[src/design/cmd_buffer_pkg.sv]
// -------------------------------------------------------------------------
// Command buffer package
// Widths, queue depths, command codes and the structs shared by the
// request, decode, execute and response stages
// -------------------------------------------------------------------------

package cmd_buffer_pkg;

  // -------------------------------------------------------------------------
  // Widths and depths
  // -------------------------------------------------------------------------
  localparam int ADDR_W      = 32;
  localparam int DATA_W      = 32;
  localparam int STRB_W      = 4;
  localparam int TAG_W       = 8;
  localparam int PAYLOAD_W   = DATA_W + STRB_W;
  localparam int FIFO_DEPTH  = 16;
  localparam int PROG_THRESH = 12;

  // Command codes, anything else is a no-op
  typedef enum logic [1:0] {
    CMD_MEM_READ  = 2'd1,
    CMD_MEM_WRITE = 2'd2
  } cmd_e;

  // Execute stage states
  typedef enum logic [1:0] {
    EXEC_IDLE  = 2'd0,
    EXEC_ISSUE = 2'd1,
    EXEC_WAIT  = 2'd2
  } exec_state_e;

  // -------------------------------------------------------------------------
  // Payload word, two readings of the same 36 bits
  // -------------------------------------------------------------------------
  // Write view, strobes in the low nibble
  typedef struct packed {
    logic [DATA_W-1:0] wdata;
    logic [STRB_W-1:0] wstrb;
  } wr_view_t;

  // Read view, tag in the top byte so it never overlaps the strobes
  typedef struct packed {
    logic [TAG_W-1:0]           tag;
    logic [PAYLOAD_W-TAG_W-1:0] pad;
  } rd_view_t;

  typedef union packed {
    wr_view_t wr_view;
    rd_view_t rd_view;
  } cmd_payload_u;

  // -------------------------------------------------------------------------
  // Stage structs
  // -------------------------------------------------------------------------
  // Incoming command
  typedef struct packed {
    logic              valid;
    cmd_e              cmd;
    logic [ADDR_W-1:0] addr;
    cmd_payload_u      payload;
  } cmd_req_t;

  // Decoded head command
  typedef struct packed {
    cmd_e              cmd;
    logic              write;
    logic [ADDR_W-1:0] addr;
    cmd_payload_u      payload;
  } cmd_op_t;

  // Single-beat memory request, valid is a pulse
  typedef struct packed {
    logic              valid;
    logic              write;
    logic [ADDR_W-1:0] addr;
    logic [DATA_W-1:0] wdata;
    logic [STRB_W-1:0] wstrb;
  } mem_req_t;

  // Memory reply, valid is a pulse
  typedef struct packed {
    logic              valid;
    logic [DATA_W-1:0] rdata;
  } mem_rsp_t;

  // Response to the consumer
  typedef struct packed {
    logic              valid;
    cmd_e              cmd;
    logic [ADDR_W-1:0] addr;
    logic [DATA_W-1:0] data;
    logic [TAG_W-1:0]  tag;
  } cmd_rsp_t;

endpackage : cmd_buffer_pkg

[src/design/cmd_buffer_top.sv]
// -------------------------------------------------------------------------
// Memory command buffer top level
// Request queue, decode, execute and response stages with drain flag
// -------------------------------------------------------------------------

module cmd_buffer_top (
  input  logic                     ap_clk,
  input  logic                     areset_m_axi,
  input  cmd_buffer_pkg::cmd_req_t cmd_in,
  output logic                     cmd_prog_full,
  output cmd_buffer_pkg::mem_req_t mem_req,
  input  cmd_buffer_pkg::mem_rsp_t mem_rsp,
  output cmd_buffer_pkg::cmd_rsp_t resp_out,
  input  logic                     resp_ready,
  output logic                     done_out
);

  // -------------------------------------------------------------------------
  // Stage wires
  // -------------------------------------------------------------------------
  cmd_buffer_pkg::cmd_req_t cmd_in_q;
  cmd_buffer_pkg::cmd_req_t req_head;
  logic                     req_empty;
  logic                     req_pop;
  logic                     op_valid;
  logic                     op_take;
  cmd_buffer_pkg::cmd_op_t  op;
  logic                     result_valid;
  cmd_buffer_pkg::cmd_rsp_t result;
  logic                     resp_space;
  logic                     resp_empty;
  logic                     exec_busy;
  logic                     drained;

  // Input register, only valid is cleared
  always_ff @(posedge ap_clk) begin
    if (areset_m_axi) begin
      cmd_in_q.valid <= 1'b0;
    end else begin
      cmd_in_q <= cmd_in;
    end
  end

  // Request queue
  cmd_fifo #(
    .WIDTH($bits(cmd_buffer_pkg::cmd_req_t)),
    .DEPTH(cmd_buffer_pkg::FIFO_DEPTH)
  ) u_req_fifo (
    .ap_clk      (ap_clk),
    .areset_m_axi(areset_m_axi),
    .din         (cmd_in_q),
    .push        (cmd_in_q.valid),
    .pop         (req_pop),
    .dout        (req_head),
    .full        (),
    .empty       (req_empty),
    .prog_full   (cmd_prog_full)
  );

  cmd_decode u_decode (
    .ap_clk(ap_clk), .areset_m_axi(areset_m_axi), .head(req_head),
    .head_empty(req_empty), .head_pop(req_pop), .op_take(op_take),
    .op_valid(op_valid), .op(op)
  );

  mem_execute u_execute (
    .ap_clk(ap_clk), .areset_m_axi(areset_m_axi), .op_valid(op_valid), .op(op),
    .op_take(op_take), .resp_space(resp_space), .mem_req(mem_req), .mem_rsp(mem_rsp),
    .result_valid(result_valid), .result(result), .busy(exec_busy)
  );

  resp_result u_result (
    .ap_clk(ap_clk), .areset_m_axi(areset_m_axi), .result_valid(result_valid),
    .result(result), .resp_ready(resp_ready), .resp_out(resp_out),
    .resp_space(resp_space), .resp_empty(resp_empty)
  );

  // -------------------------------------------------------------------------
  // Drain flag
  // -------------------------------------------------------------------------
  // Nothing staged, queued, held or in flight
  assign drained = ~cmd_in_q.valid & req_empty & ~op_valid & ~exec_busy & resp_empty;

  always_ff @(posedge ap_clk) begin
    if (areset_m_axi) begin
      done_out <= 1'b0;
    end else begin
      done_out <= drained;
    end
  end

endmodule : cmd_buffer_top

[src/design/cmd_decode.sv]
// -------------------------------------------------------------------------
// Command decode stage
// Holds the decoded head command, masks strobes of non-writes and
// drops unknown command codes
// -------------------------------------------------------------------------

module cmd_decode (
  input  logic                     ap_clk,
  input  logic                     areset_m_axi,
  input  cmd_buffer_pkg::cmd_req_t head,
  input  logic                     head_empty,
  output logic                     head_pop,
  input  logic                     op_take,
  output logic                     op_valid,
  output cmd_buffer_pkg::cmd_op_t  op
);

  logic                    load;
  logic                    head_ok;
  logic                    head_wr;
  cmd_buffer_pkg::cmd_op_t op_next;

  // Classify the head command
  assign head_wr = (head.cmd == cmd_buffer_pkg::CMD_MEM_WRITE);
  assign head_ok = head.valid & (head_wr | (head.cmd == cmd_buffer_pkg::CMD_MEM_READ));

  // Refill when the op register is free or leaving this cycle
  assign load     = ~head_empty & (~op_valid | op_take);
  assign head_pop = load;

  // -------------------------------------------------------------------------
  // Decoded op
  // -------------------------------------------------------------------------
  always_comb begin
    op_next.cmd     = head.cmd;
    op_next.write   = head_wr;
    op_next.addr    = head.addr;
    op_next.payload = head.payload;
    // Reads keep the tag, only the strobe nibble is cleared
    if (!head_wr) begin
      op_next.payload.wr_view.wstrb = '0;
    end
  end

  // Occupancy of the op register
  always_ff @(posedge ap_clk) begin
    if (areset_m_axi) begin
      op_valid <= 1'b0;
    end else if (load) begin
      // Unknown codes are popped but never raise op_valid
      op_valid <= head_ok;
    end else if (op_take) begin
      op_valid <= 1'b0;
    end
  end

  // Op payload
  always_ff @(posedge ap_clk) begin
    if (load) begin
      op <= op_next;
    end
  end

endmodule : cmd_decode

[src/design/cmd_fifo.sv]
// -------------------------------------------------------------------------
// Synchronous first-word-fall-through queue
// Circular buffer with full, empty and programmable-full flags
// -------------------------------------------------------------------------

module cmd_fifo #(
  parameter int WIDTH = 8,
  parameter int DEPTH = 16
) (
  input  logic             ap_clk,
  input  logic             areset_m_axi,
  input  logic [WIDTH-1:0] din,
  input  logic             push,
  input  logic             pop,
  output logic [WIDTH-1:0] dout,
  output logic             full,
  output logic             empty,
  output logic             prog_full
);

  // Storage and pointers
  logic [WIDTH-1:0]           mem [DEPTH];
  logic [$clog2(DEPTH)-1:0]   wr_ptr;
  logic [$clog2(DEPTH)-1:0]   rd_ptr;
  logic [$clog2(DEPTH+1)-1:0] count;
  logic                       do_push;
  logic                       do_pop;

  // Push while full and pop while empty are dropped
  assign do_push = push & ~full;
  assign do_pop  = pop & ~empty;

  // Flags straight from the count
  assign full      = (count == DEPTH);
  assign empty     = (count == 0);
  assign prog_full = (count >= cmd_buffer_pkg::PROG_THRESH);

  // Head always visible
  assign dout = mem[rd_ptr];

  // -------------------------------------------------------------------------
  // Pointers and occupancy
  // -------------------------------------------------------------------------
  always_ff @(posedge ap_clk) begin
    if (areset_m_axi) begin
      wr_ptr <= '0;
      rd_ptr <= '0;
      count  <= '0;
    end else begin
      if (do_push) begin
        // Wrap for depths that are not a power of two
        wr_ptr <= (wr_ptr == DEPTH - 1) ? '0 : wr_ptr + 1'b1;
      end
      if (do_pop) begin
        rd_ptr <= (rd_ptr == DEPTH - 1) ? '0 : rd_ptr + 1'b1;
      end
      case ({do_push, do_pop})
        2'b10:   count <= count + 1'b1;
        2'b01:   count <= count - 1'b1;
        default: count <= count;
      endcase
    end
  end

  // -------------------------------------------------------------------------
  // Entry storage
  // -------------------------------------------------------------------------
  always_ff @(posedge ap_clk) begin
    if (do_push) begin
      mem[wr_ptr] <= din;
    end
  end

endmodule : cmd_fifo

[src/design/mem_execute.sv]
// -------------------------------------------------------------------------
// Memory execute stage
// Issues one single-beat access per command and waits for the reply,
// then hands the completed access to the result stage
// -------------------------------------------------------------------------

module mem_execute (
  input  logic                     ap_clk,
  input  logic                     areset_m_axi,
  input  logic                     op_valid,
  input  cmd_buffer_pkg::cmd_op_t  op,
  output logic                     op_take,
  input  logic                     resp_space,
  output cmd_buffer_pkg::mem_req_t mem_req,
  input  cmd_buffer_pkg::mem_rsp_t mem_rsp,
  output logic                     result_valid,
  output cmd_buffer_pkg::cmd_rsp_t result,
  output logic                     busy
);

  cmd_buffer_pkg::exec_state_e state;
  cmd_buffer_pkg::exec_state_e state_next;
  cmd_buffer_pkg::cmd_op_t     op_q;
  logic                        start;
  logic                        reply;

  // Leave idle only with room downstream
  assign start = (state == cmd_buffer_pkg::EXEC_IDLE) & op_valid & resp_space;
  assign reply = (state == cmd_buffer_pkg::EXEC_WAIT) & mem_rsp.valid;

  // Decode releases its op in the issue cycle
  assign op_take = (state == cmd_buffer_pkg::EXEC_ISSUE);

  // Pending result pulse still counts as busy for drain detection
  assign busy = (state != cmd_buffer_pkg::EXEC_IDLE) | result_valid;

  // -------------------------------------------------------------------------
  // FSM
  // -------------------------------------------------------------------------
  always_comb begin
    state_next = state;
    case (state)
      cmd_buffer_pkg::EXEC_IDLE:  if (start) state_next = cmd_buffer_pkg::EXEC_ISSUE;
      cmd_buffer_pkg::EXEC_ISSUE: state_next = cmd_buffer_pkg::EXEC_WAIT;
      cmd_buffer_pkg::EXEC_WAIT:  if (mem_rsp.valid) state_next = cmd_buffer_pkg::EXEC_IDLE;
      default:                    state_next = cmd_buffer_pkg::EXEC_IDLE;
    endcase
  end

  always_ff @(posedge ap_clk) begin
    if (areset_m_axi) begin
      state <= cmd_buffer_pkg::EXEC_IDLE;
    end else begin
      state <= state_next;
    end
  end

  // -------------------------------------------------------------------------
  // Memory request, valid high for the issue cycle only
  // -------------------------------------------------------------------------
  always_ff @(posedge ap_clk) begin
    if (areset_m_axi) begin
      mem_req.valid <= 1'b0;
    end else begin
      mem_req.valid <= start;
    end
    if (start) begin
      op_q          <= op;
      mem_req.write <= op.write;
      mem_req.addr  <= op.addr;
      // Write view only for writes, reads carry no data
      mem_req.wdata <= op.write ? op.payload.wr_view.wdata : '0;
      // Strobes come already masked from decode
      mem_req.wstrb <= op.payload.wr_view.wstrb;
    end
  end

  // -------------------------------------------------------------------------
  // Result, one cycle after the reply
  // -------------------------------------------------------------------------
  always_ff @(posedge ap_clk) begin
    if (areset_m_axi) begin
      result_valid <= 1'b0;
    end else begin
      result_valid <= reply;
    end
    if (reply) begin
      result.cmd  <= op_q.cmd;
      result.addr <= op_q.addr;
      // Writes echo their data, reads return memory data and tag
      result.data <= op_q.write ? op_q.payload.wr_view.wdata : mem_rsp.rdata;
      result.tag  <= op_q.write ? '0 : op_q.payload.rd_view.tag;
    end
  end

  // Marks the entry as live inside the response queue
  assign result.valid = result_valid;

endmodule : mem_execute

[src/design/resp_result.sv]
// -------------------------------------------------------------------------
// Response result stage
// Queues completed accesses and presents the queue head to the consumer
// -------------------------------------------------------------------------

module resp_result (
  input  logic                     ap_clk,
  input  logic                     areset_m_axi,
  input  logic                     result_valid,
  input  cmd_buffer_pkg::cmd_rsp_t result,
  input  logic                     resp_ready,
  output cmd_buffer_pkg::cmd_rsp_t resp_out,
  output logic                     resp_space,
  output logic                     resp_empty
);

  cmd_buffer_pkg::cmd_rsp_t rsp_head;
  logic                     rsp_pop;
  logic                     rsp_prog_full;

  // Pop the head whenever the consumer is ready
  assign rsp_pop = resp_ready & ~resp_empty;

  // Execute holds off at programmable-full
  assign resp_space = ~rsp_prog_full;

  // -------------------------------------------------------------------------
  // Response queue
  // -------------------------------------------------------------------------
  cmd_fifo #(
    .WIDTH($bits(cmd_buffer_pkg::cmd_rsp_t)),
    .DEPTH(cmd_buffer_pkg::FIFO_DEPTH)
  ) u_rsp_fifo (
    .ap_clk      (ap_clk),
    .areset_m_axi(areset_m_axi),
    .din         (result),
    .push        (result_valid),
    .pop         (rsp_pop),
    .dout        (rsp_head),
    .full        (),
    .empty       (resp_empty),
    .prog_full   (rsp_prog_full)
  );

  // Head payload, valid follows occupancy
  always_comb begin
    resp_out       = rsp_head;
    resp_out.valid = ~resp_empty;
  end

endmodule : resp_result

[config.mk]
export PLATFORM = sky130hd
export DESIGN_NAME = cmd_buffer_top
export DESIGN_NICKNAME = d
export VERILOG_FILES = /design/src/design/cmd_buffer_pkg.sv /design/src/design/cmd_buffer_top.sv /design/src/design/cmd_decode.sv /design/src/design/cmd_fifo.sv /design/src/design/mem_execute.sv /design/src/design/resp_result.sv
export SDC_FILE = /design/constraint.sdc
export NUM_CORES = 2
export LEC_CHECK = 0
export ABC_AREA = 1
export BUFFER_PORTS_ARGS = -buffer_cell sky130_fd_sc_hd__clkbuf_2
export CAP_MARGIN = 20
export CELL_PAD_IN_SITES_DETAIL_PLACEMENT = 0
export CELL_PAD_IN_SITES_GLOBAL_PLACEMENT = 2
export CORE_ASPECT_RATIO = 1.5
export CORE_MARGIN = 4
export CORE_UTILIZATION = 50
export CTS_BUF_LIST = sky130_fd_sc_hd__clkbuf_4 sky130_fd_sc_hd__clkbuf_8
export CTS_CLUSTER_SIZE = 12
export DETAILED_ROUTE_END_ITERATION = 8
export GPL_TIMING_DRIVEN = 0
export PLACE_DENSITY_LB_ADDON = 0.1
export SYNTH_ARGS = -nofsm -noshare
export SYNTH_HDL_FRONTEND = slang
export SYNTH_HIERARCHICAL = 1
export SYNTH_SLANG_ARGS = --single-unit
[constraint.sdc]
create_clock -name ap_clk -period 9.64 [get_ports ap_clk]
set_input_delay 2.892 -clock ap_clk [delete_from_list [all_inputs] [get_ports ap_clk]]
set_output_delay 2.892 -clock ap_clk [all_outputs]
set_load 0.03 [all_outputs]
Word level (Yosys, flattened, before mapping)
Memory sizes are Yosys's and may differ from the RTL's. A register that Yosys moved wholly into a read port is not among the register bits. Index checks and enable logic that the tools add are counted.

Add/subtract/negate cells: 8. $lt $le $gt $ge: 2. Eq/ne operators: 16. Muxes and demuxes: 20. Bitwise gates (word level): 25. Reduce and logical (&&, ||, !) cells: 8.

Operators with widths (count): 32-bit 2-to-1 mux (1); 4-bit 2-to-1 mux (8); 5-bit one-hot mux with 2 select lines (2); 4-bit by 1-bit adder with 4-bit output, second input constant (4); 4-bit equality test, second input constant (4); 1-bit AND (14); 5-bit by 1-bit adder with 5-bit output, second input constant (2); 5-bit equality test, second input constant (2); 5-bit by 4-bit greater-or-equal comparator with 1-bit output, second input constant (2); 5-bit logical NOT (2); 5-bit by 1-bit subtractor with 5-bit output, second input constant (2); 2-bit by 1-bit equality test with 1-bit output, second input constant (4); 2-bit equality test, second input constant (4); 1-bit inverter (8); 2-bit nonzero test (4); 1-bit 2-to-1 mux (6); 2-bit one-hot mux with 3 select lines (1); 2-bit 2-to-1 mux (2); 1-bit bitwise OR (3); 2-bit logical NOT (1); 2-bit by 1-bit inequality test with 1-bit output, second input constant (1); 2-bit inequality test, second input constant (1); 2-bit AND reduction (1).

Flip-flop bits (word level): 355. Memory bits (writable): 2336. Input port bits: 107. Output and inout port bits: 147. Word-level logic and storage cells: 111. Memories kept: 2.

Memories: u_result.u_rsp_fifo.mem (words 16, bits a word 75, read ports 1, clocked after memory_dff 1, write ports 1, RTL line cmd_fifo.sv:22) `logic [WIDTH-1:0] mem [DEPTH];`; u_req_fifo.mem (words 16, bits a word 71, read ports 1, clocked after memory_dff 1, write ports 1, RTL line cmd_fifo.sv:22).

Logic depth before layout (Yosys ltp)
Depth in word-level cells: 6. Gate-level depth with buffers: 20. Depth with buffers taken out: 20.

Hierarchy
Netlist, hierarchy kept.

By module, submodules not included: cmd_fifo (u_result.u_rsp_fifo) (times used 1, cells each 3922, area each 49429.9 um^2, seq. area each 36374.9 um^2); cmd_fifo (u_req_fifo) (times used 1, cells each 3720, area each 47002.6 um^2, seq. area each 34453.0 um^2); mem_execute (times used 1, cells each 414, area each 6501.2 um^2, seq. area each 5395.2 um^2); cmd_decode (times used 1, cells each 88, area each 2227.1 um^2, seq. area each 2152.1 um^2); cmd_buffer_top (times used 1, cells each 82, area each 2184.6 um^2, seq. area each 2142.1 um^2); resp_result (times used 1, cells each 4, area each 17.5 um^2, seq. area each 0.0 um^2).

Least setup slack after synthesis
Ideal clock, no wire load.

Path kind: reg2reg. Start point: reg u_result.u_rsp_fifo.count[0]. End point: mem u_result/u_rsp_fifo/mem[7][0] (netlist bit), enable pin. Library setup time: 0.601 ns. Data arrival time: 6.039 ns. Data required time: 9.039 ns. Path slack: 3.000 ns. Stages on the path, launching flop included: 7. Buffers on the path: 0. Period minus slack after synthesis: 6.640 ns. Cell sequence: dfxtp_1 nor2_1 nand4_1 nand2_1 inv_1 nand2_1 nor3_1.

Longest elaborated chain between the ends: 5.

RTL lines: start: declaration (RTL line cmd_fifo.sv:25) `logic [$clog2(DEPTH+1)-1:0] count;`; start signal: assignment (RTL line cmd_fifo.sv:58) `2'b10: count <= count + 1'b1;`; start signal: assignment (RTL line cmd_fifo.sv:59) `2'b01: count <= count - 1'b1;`; start signal: assignment (RTL line cmd_fifo.sv:60) `default: count <= count;`; 5-bit equality test (RTL line cmd_fifo.sv:34) `assign full = (count == DEPTH);`; 1-bit inverter (RTL line cmd_fifo.sv:30) `assign do_push = push & ~full;`; 1-bit AND (RTL line cmd_fifo.sv:30); 1-bit 2-to-1 mux (RTL line cmd_fifo.sv:69) `if (do_push) begin`; 1-bit 2-to-1 mux (implied by the code) (RTL line cmd_fifo.sv:70) `mem[wr_ptr] <= din;`; end: declaration (RTL line cmd_fifo.sv:22).

Every way passes these cells.

==> results.ini <==
[detailed_routing]
routed_wl_um = 314000
vias = 66500
avgRoutedWirePerCell_um = 25.9
ant_nets = 0
drc_errors = 0
drt_first_iter_violations = 5391
avgViaCountPerCell = 5.49
first_pass_iters = 8

[sta]
final.setup.worst_slack_ns = 3.06
fin_tns_setup_ns = 0
setup_viol = 0
period_share_pct = 68.3
fmax_mhz = 152
finalHoldViolations = 0
tightestPinTransition_ns = 1.11
slew_headroom_pct = 25.8
finClkSkew_ns = 0.0394
holdWs_ns = 0.414
maxSlewViolCount = 0
min_period_ns = 6.58
rsz0062_at_grt = no

[cts]
htreeDepth = 5
clock-sinks = 2679
post-cts-setup-buffers = 0
cts_tree = built
clk_pin_slew_worst_paths_ns = 0.06
clk_path_buf_depth = 4
cts_buffers = 397
insertion_delay_ns = 0.98
post_cts_resized = 0
cts_hold_buf = 0
clockRootBuffer = clkbuf_8

[floorplan]
coreArea_sq_um = 212000
start_util_pct = 50.3
die_w_um = 385
die_area_sq_um = 221000
die_h_um = 574
rows = 207
io_pins = 254

[pwr]
p_per_area_nw_per_um2 = 221
p_leak_nw = 43.9
ir_drop_mv = 0.128

[placed_design]
place_area_sq_um = 114000
port-buffer-count = 253
place_hpwl_um = 220000
pre_cts_ws_ns = 4.01
gp_congestion = 0.838

[global_route]
grt_usage_pct = 28.0
grt_pass1_wl_um = 449000
overflow = 0
antenna_found_initial = 15
grt_pass1_vias = 66900
grt_max_degree = 45

[worst_setup_path]
path_cells = buf_2 -> clkinv_1 -> buf_2 -> clkbuf_1 -> nand3_1 -> nand3_1 -> nand2_1 -> clkbuf_2
critPathLaunchType = register
cp_num_buf_inv = 5
endpoint_kind = primary output
critPathMaxFanout = 10
critPathMaxStageDelay_ns = 0.67
cpMaxStageDelayCell = clkbuf_1
r2r_start = cmd_in_q[70]
crit_required_ns = 6.75
arrival_ns = 3.69
cp_top_family = buffers and inverters
critical_path_class = reg -> out

[synthesis]
postSynthCellCount = 8180
yosys_warnings = 6
syn_area_per_cell_sq_um = 13.0
syn-cell-area_sq_um = 107000
synthesis.nets = 8306

[min_path]
hold_class = reg -> reg
holdCritStartpoint = u_decode/op[69]

[final_layout]
drive_above_1_share_pct = 14.3
fillers = 17300
final_design_area_no_fill_sq_um = 122000
finish.utilization_pct = 57.5
synthToLayoutAreaGrowth_pct = 14.2
fin_nets = 9091

[run_status]
status = finished, final reports clean

[run]
drv_cap = 0

-- through the flow --
step,power [mW],cells
after floorplan,16.4,8180
after global placement,18.2,11300
after detailed placement,18.3,11400
after CTS,27.2,12100
after global routing,28.1,12100
final,26.9,12100
-- layout make-up --
cell class	instances	area, sq um	area share [%]
antenna	17	42.5	0.0349
buffer	532	2950	2.42
clock buffer	527	6520	5.35
clock inverter	185	1030	0.841
inverter	1289	4840	3.97
multi-input combinational	3680	19200	15.7
sequential	2679	80000	65.6
tap	2821	3530	2.89
timing repair buffer	386	3810	3.12
-- worst paths after layout --
| kind | depth (start not counted) | endpoint | slack [ns] |
|---|---|---|---|
| worst max-delay path | 8 | resp_out[20] | 3.06 |
| worst min-delay path | 0 | u_execute/op_q[69] | 0.41 |
| worst min register to register | 0 | u_execute/op_q[69] | 0.41 |
| worst max register to register | 10 | u_req_fifo/mem[7][31] | 5.78 |
-- state kept, by name (all words and copies together) (netlist names), named ones only --
name and flops:
u_req_fifo/count 5, u_decode/op 71, u_result/u_rsp_fifo/rd_ptr 4, u_execute/state 2, done_out 1, u_req_fifo/rd_ptr 4
u_execute/result_valid 1, u_execute/op_q 68, u_execute/mem_req 36, u_req_fifo/mem 1136, u_req_fifo/wr_ptr 4, u_execute/result 74
u_decode/op_valid 1, u_result/u_rsp_fifo/wr_ptr 4, cmd_in_q 71, u_result/u_rsp_fifo/mem 1184, u_result/u_rsp_fifo/count 5
-- per-layer routing --
layer / vias to the layer above / part of all wire [%] / global-route usage [%]
met5: - / 0 / 0
met2: 2390 / 53 / 51.3
met4: 0 / 3.5 / 9.98
met1: 32900 / 37 / 33.8
met3: 551 / 6.2 / 3.83
li1: 30700 / - / -
-- placed cells by master, fill, tap and decap left out, drive strengths merged, types with 2 or more instances in the layout --
cell type,instances
inv,1292
ha,19
nand2,865
o211ai,580
xor2,4
clkinvlp,6
o21ai,618
nand3,891
nor2,70
dfxtp,41
buf,461
o21bai,2
a21oi,611
nor3,7
bufinv,8
nand4,4
diode,17
xnor2,4
edfxtp,2638
clkbuf,984
clkinv,168
nand3b,4
-- report_power, final --
group	internal, mW	total [mW]	switching (mW)
clock	4.61	8.88	4.27
sequential	13.4	13.8	0.375
combinational	1.22	4.24	3.02
total	19.3	26.9	7.66
(Power assumes the default switching activity.)
